[config.mk]
export PLATFORM = sky130hd
export DESIGN_NAME = alu_unit
export DESIGN_NICKNAME = d
export VERILOG_FILES = /design/src/verilog/br_core_pkg.sv /design/src/verilog/alu_unit.sv
export SDC_FILE = /design/constraint.sdc
export NUM_CORES = 1
export LEC_CHECK = 0
export ABC_AREA = 0
export BUFFER_PORTS_ARGS = -buffer_cell sky130_fd_sc_hd__buf_2
export CELL_PAD_IN_SITES_DETAIL_PLACEMENT = 0
export CELL_PAD_IN_SITES_GLOBAL_PLACEMENT = 1
export CORE_ASPECT_RATIO = 1.75
export CORE_MARGIN = 2
export CORE_UTILIZATION = 41
export CTS_BUF_LIST = sky130_fd_sc_hd__clkbuf_4 sky130_fd_sc_hd__clkbuf_8
export CTS_CLUSTER_DIAMETER = 50
export DETAILED_ROUTE_END_ITERATION = 10
export GPL_ROUTABILITY_DRIVEN = 0
export GPL_TIMING_DRIVEN = 0
export PLACE_DENSITY_LB_ADDON = 0.1
export SYNTH_ARGS = -nofsm -noshare
export SYNTH_HDL_FRONTEND = slang
export SYNTH_SLANG_ARGS = --single-unit
[constraint.sdc]
create_clock -name clk -period 3.7 [get_ports clk]
set_input_delay 0.555 -clock clk [delete_from_list [all_inputs] [get_ports clk]]
set_output_delay 0.555 -clock clk [all_outputs]
set_load 0.1 [all_outputs]
[src/verilog/br_core_pkg.sv]
`default_nettype none

package br_core_pkg;

  // datapath and tag widths
  localparam int XLEN     = 32;
  localparam int PHYS_W   = 6;
  localparam int NUM_PHYS = 64;

  // branch station geometry
  localparam int RS_DEPTH = 8;
  localparam int RS_PTR_W = 3;
  localparam int INST_W   = 16;

  // cdb producers
  localparam int NUM_PRODUCERS = 3;
  localparam int PROD_IDX_W    = $clog2(NUM_PRODUCERS);
  localparam int PROD_ALU      = 0;
  localparam int PROD_MUL      = 1;
  localparam int PROD_BR       = 2;

  localparam int MUL_STAGES = 3;

  // funct3 of the conditional branches
  localparam logic [2:0] F3_BEQ  = 3'd0;
  localparam logic [2:0] F3_BNE  = 3'd1;
  localparam logic [2:0] F3_BLT  = 3'd4;
  localparam logic [2:0] F3_BGE  = 3'd5;
  localparam logic [2:0] F3_BLTU = 3'd6;
  localparam logic [2:0] F3_BGEU = 3'd7;

endpackage

`default_nettype wire

[src/verilog/alu_unit.sv]
`timescale 1ns/1ps
`default_nettype none

module alu_unit (
  input  logic                           clk,
  input  logic                           rst_n,
  input  logic                           in_valid,
  output logic                           in_ready,
  input  logic [br_core_pkg::PHYS_W-1:0] in_rd,
  input  logic [br_core_pkg::XLEN-1:0]   in_a,
  input  logic [br_core_pkg::XLEN-1:0]   in_b,
  output logic                           cdb_req,
  input  logic                           cdb_grant,
  output logic [br_core_pkg::PHYS_W-1:0] out_tag,
  output logic [br_core_pkg::XLEN-1:0]   out_data
);
  import br_core_pkg::*;

  // a granted result frees the slot for the next op
  assign in_ready = !cdb_req || cdb_grant;

  always_ff @(posedge clk or negedge rst_n) begin
    if (!rst_n) cdb_req <= 1'b0;
    else if (in_valid && in_ready) cdb_req <= 1'b1;
    else if (cdb_grant) cdb_req <= 1'b0;
  end

  always_ff @(posedge clk) begin
    if (in_valid && in_ready) begin
      out_tag  <= in_rd;
      out_data <= in_a + in_b;
    end
  end

  a_hold_until_grant: assert property (@(posedge clk) disable iff (!rst_n)
    (cdb_req && !cdb_grant) |=> cdb_req && $stable(out_tag) && $stable(out_data));

endmodule

`default_nettype wire

==> run_results.csv, run 1 <==
group,metric,value,unit
global_routing,track_usage,18.0,%
die,die_area,7870,um2
clock_network,ctsResizeCount,0,
setup_path,criticalPathCategory,"primary input to flop",
setup_path,cp-end-kind,"flop",
pwr,p_per_area,433,nW/um2
clock_network,h-tree-depth,2,
logic_synthesis,yosys-top-cells-area,"edfxtp_1, ha_1, a21oi_1",
logic_synthesis,ys.flop_type,"edfxtp_1",
logic_synthesis,synth_top_family_by_area,"compound AO/OA/AOI/OAI gates",
run,maxCapViolCount,0,
global_routing,grt_pass1_vias,2417,
die,die_w,67.9,um
logic_synthesis,synth_xor_area_share,8.36,%
clock_network,path_clk_slew,0.08,ns
sta,drv_slew,0,
setup_path,critPathRequiredTime,3.75,ns
global_routing,grt_max_degree,39,
global_routing,overflow,0,
drt,final_antenna_net_count,0,
sta,max_freq,376,MHz
logic_synthesis,syn_nets,388,
drt,drt-initial-drc-count,188,
clock_network,cts_tree,"done",
pwr,total_leakage_power,1.69,nW
clock_network,cts_sinks,39,
clock_network,numCtsBuffers,5,
cells_and_area,syn_to_final_growth,25.9,%
logic_synthesis,synth_cells,282,
clock_network,hold_buffers,0,
logic_synthesis,yosysTopAreaCell,"edfxtp_1",
logic_synthesis,synth-compound-area-share,23.6,%
sta,clock_skew,0.00676,ns
global_routing,grt_pass1_wl,10800,um
drt,vias_per_cell,5.34,
pwr,irDropWorstVdd,0.212,mV
logic_synthesis,synth_cell_types,54,
global_routing,antenna_found_initial,0,
clock_network,cts_setup_buffers,0,
cells_and_area,drive_gt1_share,33.3,%
status,status,"completed",
logic_synthesis,synth_warnings,0,
logic_synthesis,yosysSeqAreaShare,39.8,%
clock_network,cts_buffer_depth,2,
sta,rsz0062_at_grt,"no",
clock_network,clockRootBuffer,"clkbuf_8",
setup_path,cp-start-kind,"primary input",
drt,firstDrtPassIters,4,
drt,wl_per_cell,14.4,um
placement,dp.final_hpwl,5720,um
logic_synthesis,yosys.area_share.simple,11.4,%
sta,slew_headroom,38.0,%
die,rows,40,
sta,setup_viol,0,
worst_hold_path,hp-class,"primary input to async pin",
sta,period_needed,2.66,ns
setup_path,arrival,2.71,ns
sta,fin_setup_tns,0,ns
logic_synthesis,yosys.area.top_type_share,38.9,%
logic_synthesis,ys_seq_elements,39,
drt,vias,2600,
drt,drt-total-wl,7020,um
die,die_height,116,um
cells_and_area,seqCellArea,1170,um2
logic_synthesis,syn-cell-area,2930,um2
logic_synthesis,synth_area_per_cell,10.4,um2
drt,drcViolationCount,0,
die,core,6910,um2
cells_and_area,multiInputGateArea,1700,um2
die,initial_utilization,42.5,%
logic_synthesis,async_flop_share,2.56,%
cells_and_area,nets,508,
cells_and_area,layout_commonest_cell,"buf_2",
sta,timing.hold.ws,0.0111,ns
placement,portBuffers,113,
sta,tightest_slew,0.930,ns
logic_synthesis,synth_edf_count,38,
logic_synthesis,synthMuxAreaShare,0.683,%
cells_and_area,fillers,680,
die,ios,114,
cells_and_area,mostFrequentLayoutCells,"buf_2, edfxtp_1, ha_1, a21oi_1",
setup_path,critPathMaxFanout,4,
cells_and_area,antenna_cells,0,
logic_synthesis,post_synth_fa_ha_maj_area_fraction,13.9,%
sta,final_hold_viol_count,0,
clock_network,clk_latency,0.30,ns
sta,fin_crit_sh,71.9,%
-- worst max-delay path: stages --
cell and delay, ns:
buf_2 0.10, ha_1 0.23, fa_1 0.42, a21o_1 0.23, a31o_1 0.27, nand2_1 0.08
o221ai_1 0.24, a311oi_1 0.34, o21bai_1 0.11, xor2_1 0.14
-- metrics by stage --
step                      setup slack, ns  utilization [%]  cell area (um2)  power (mW)  std cells
after CTS                            1.01             53.5             3690        1.61        487
after detailed placement            0.690             52.2             3600        1.31        479
final                                1.04             53.5             3690        1.60        487
after global placement              0.693             52.2             3600        1.31        479
after floorplan                     0.593                -             2930        1.17        282
after global routing                0.878             53.5             3690        1.68        487
-- Yosys cell counts, types with 2 or more instances --
| library cell | count |
|---|---|
| edfxtp_1 | 38 |
| ha_1 | 31 |
| a21oi_1 | 29 |
| a21o_1 | 19 |
| nand2_1 | 19 |
| xor2_1 | 15 |
| xnor2_1 | 13 |
| nor2_1 | 12 |
| nand3_1 | 10 |
| nand4_1 | 7 |
| o21ai_0 | 7 |
| o21ai_1 | 7 |
| clkbuf_1 | 6 |
| inv_1 | 5 |
| buf_2 | 4 |
| nand2b_1 | 4 |
| nor3_1 | 4 |
| o21bai_1 | 4 |
| a211oi_1 | 3 |
| a31oi_1 | 3 |
| a311oi_1 | 2 |
| and3_1 | 2 |
| mux2i_1 | 2 |
| o211ai_1 | 2 |
| o21a_1 | 2 |
| o221ai_1 | 2 |
| o311ai_1 | 2 |
| or2_2 | 2 |
-- cell type report --
cell class	count	share of cell area, %
Tap cell	84	2.85
Inverter	6	0.610
Multi-Input combinational cell	227	46.1
Sequential cell	39	31.6
Clock buffer	5	1.86
Timing Repair Buffer	113	15.3
Clock inverter	3	0.542
Buffer	10	1.15
-- routing by layer --
metal,up-vias,routed length (um),GRT usage [%]
met5,-,0,0
met4,0,116,5.87
met3,8,354,3.20
met2,74,3970,35.1
met1,1197,2570,18.4
li1,1321,-,-
-- flip-flops by register name, indices dropped and copies added, names as in the netlist --
| signal | count |
|---|---|
| out_data | 32 |
| cdb_req | 1 |
| out_tag | 6 |
-- cell families (layout without fill, tap and decap cells) --
group / Yosys count / count (layout)
AOI/OAI and AO/OA: 97 / 97
xor gates and xnor gates: 28 / 28
adders and majority gates: 32 / 32
buffers and inverters: 16 / 137
DFF: 39 / 39
muxes: 2 / 2
and+or+nand+nor: 68 / 68
-- power by group --
group | switching (mW) | leakage (nW) | internal, mW
clock | 0.167 | 0.0402 | 0.131
sequential | 0.0103 | 0.372 | 0.552
combinational | 0.545 | 1.28 | 0.193
total | 0.722 | 1.69 | 0.877
-- worst paths after layout --
kind                       startpoint            to  slack, ns  cells after the start
setup reg to reg              cdb_req   out_data[9]       2.05                      2
hold / removal                  rst_n       cdb_req       0.01                      1
setup / recovery              in_a[0]  out_data[26]       1.04                     10
min in group clk             in_rd[4]    out_tag[4]       0.42                      1
hold reg to reg               cdb_req       cdb_req       0.54                      2
max in group asynchronous       rst_n       cdb_req       3.60                      1
(Power assumes the default switching activity.)
==> inputs of run 2 (changes only) <==
Settings changed: CORE_UTILIZATION 41 to 38.
Clock period 3.7 ns to 2.45 ns, I/O delays scaled along.
==> run 2 against run 1 <==
Hold slack better by 0.22 ns. Via count about the same. Sequential power grew 51%. Core utilization down 3.1 points. Critical endpoint is now out_data[31]. Sequential share of layout area shrank 0.76 points. Combinational power is 53% higher. Power grew 59%. First-iteration DRC count fell by 42%. Critical path depth is 1 lower.
==> run_results.csv, run 2 (synthesis results as in run 1) <==
group,metric,value,unit
status,status,"completed",
cells_and_area,fillers,748,
cells_and_area,antenna_cells,0,
placement,portBuffers,113,
die,ios,114,
die,die_area,8460,um2
die,die_height,120,um
setup_path,crit_slowest_cell,"ha_1",
setup_path,arrival,2.46,ns
global_routing,grt_pass1_vias,2519,
worst_hold_path,hp-class,"primary input to flop",
clock_network,cts_setup_buffers,0,
cells_and_area,top_register,"out_data",
setup_path,critPathRequiredTime,2.51,ns
drt,drt-initial-drc-count,109,
global_routing,track_usage,17.0,%
clock_network,cts_buffer_depth,2,
sta,setup_viol,0,
sta,fin_crit_sh,98.3,%
global_routing,antenna_found_initial,0,
cells_and_area,syn_to_final_growth,29.1,%
sta,fin_setup_tns,0,ns
clock_network,cts_sinks,39,
setup_path,cp-start-kind,"primary input",
pwr,p_total,2.54,mW
sta,drv_slew,0,
cells_and_area,largest_reg_flops,32,
cells_and_area,drive_gt1_share,35.6,%
global_routing,overflow,0,
drt,drcViolationCount,0,
drt,final_antenna_net_count,0,
setup_path,critPathMaxFanout,5,
placement,dp.final_hpwl,5670,um
cells_and_area,fin_util,50.4,%
global_routing,grt_max_degree,39,
setup_path,max_stage_delay,0.36,ns
sta,final_hold_viol_count,0,
clock_network,h-tree-depth,2,
sta,clock_skew,0.00824,ns
sta,max_freq,415,MHz
cells_and_area,fin_area,3780,um2
global_routing,grt_pass1_wl,11300,um
sta,tightest_slew,0.928,ns
sta,slew_headroom,38.1,%
drt,vias_per_cell,5.29,
cells_and_area,reg_top3,"out_data: 32 flops, out_tag: 6 flops, cdb_req: 1 flops",
drt,wl_per_cell,14.5,um
clock_network,numCtsBuffers,5,
die,initial_utilization,39.0,%
pwr,irDropWorstVdd,0.279,mV
clock_network,cts_tree,"done",
sta,rsz0062_at_grt,"yes",
setup_path,path_cells,"buf_2, ha_1, and3_1, o211ai_1, o21bai_4, a22oi_4, a31oi_4, o311a_1, or3_1",
clock_network,clockRootBuffer,"clkbuf_8",
sta,period_needed,2.41,ns
drt,firstDrtPassIters,4,
cells_and_area,nets,509,
pwr,total_leakage_power,1.72,nW
placement,placed_area,3610,um2
cells_and_area,stdcell_count,492,
pwr,p_per_area,670,nW/um2
placement,dp_cells,483,
drt,drt-total-wl,7150,um
die,core,7510,um2
drt,vias,2602,
cells_and_area,mostFrequentLayoutCells,"buf_2, edfxtp_1, ha_1, a21oi_1",
run,maxCapViolCount,0,
setup_path,criticalPathCategory,"primary input to flop",
die,die_w,70.4,um
cells_and_area,layout_commonest_cell,"buf_2",
die,rows,42,
clock_network,path_clk_slew,0.09,ns
setup_path,cp-end-kind,"flop",
clock_network,clk_latency,0.30,ns
run 2: changes by cell type in the layout (fill, tap and decap cells not counted), moves of 2 or more:
cell	change
a21oi_1	-3
a21oi_2	+3
a311oi_1	-2
a311oi_2	+2
clkinvlp_4	-2
run 2: timing repair:
item,4_1_cts,5_1_grt
gates resized for setup,2,8
pin swaps,1,0
hold endpoints to repair,1,0
setup endpoints to repair,2,4
hold buffers,1,0
run 2: cell type report:
cell class / instances / area [um2] / area share, %
Buffer: 10 / 42.5 / 1.12
Multi-Input combinational cell: 227 / 1760 / 46.4
Tap cell: 88 / 110 / 2.91
Inverter: 6 / 22.5 / 0.595
Sequential cell: 39 / 1170 / 30.8
Clock inverter: 3 / 43.8 / 1.16
Clock buffer: 5 / 68.8 / 1.82
Timing Repair Buffer: 114 / 576 / 15.2
run 2: worst max-delay path, delay by kind of cell:
kind / cells / cell delay, ns
fa+ha+maj: 1 / 0.36
buf+inv: 1 / 0.10
simple gates: 2 / 0.56
compound gates: 5 / 1.08
run 2: stage by stage:
| step | worst slack [ns] | hold slack, ns |
|---|---|---|
| 2_1_floorplan | 0.0194 | 0.0719 |
| 3_5_place_dp | -0.429 | 0.143 |
| 4_1_cts | 0.0524 | 0.223 |
| 3_3_place_gp | -0.400 | 0.142 |
| 5_1_grt | -0.0141 | 0.220 |
| 6_report | 0.0419 | 0.234 |
run 2: worst paths after layout:
| check | startpoint | to | slack [ns] | depth (start not counted) |
|---|---|---|---|---|
| setup / recovery | in_a[10] | out_data[31] | 0.04 | 9 |
| hold / removal | in_rd[2] | out_tag[2] | 0.23 | 1 |
| setup reg to reg | cdb_req | out_data[15] | 0.81 | 2 |
| hold reg to reg | cdb_req | cdb_req | 0.53 | 2 |
| max in group asynchronous | rst_n | cdb_req | 2.00 | 2 |
| min in group asynchronous | rst_n | cdb_req | 0.37 | 2 |
run 2: routing by layer:
metal  GRT usage [%]  vias to the layer above  wire (um)
li1                -                     1327          -
met1            17.8                     1185       2660
met2            32.4                       81       3970
met3            3.00                        9        363
met4            7.45                        0        156
met5               0                        -          0
run 2: power breakdown:
group	total [mW]	leakage, nW	switching (mW)	internal, mW
Sequential	0.849	0.372	0.0148	0.834
Combinational	1.13	1.29	0.833	0.301
Clock	0.552	0.0581	0.249	0.303
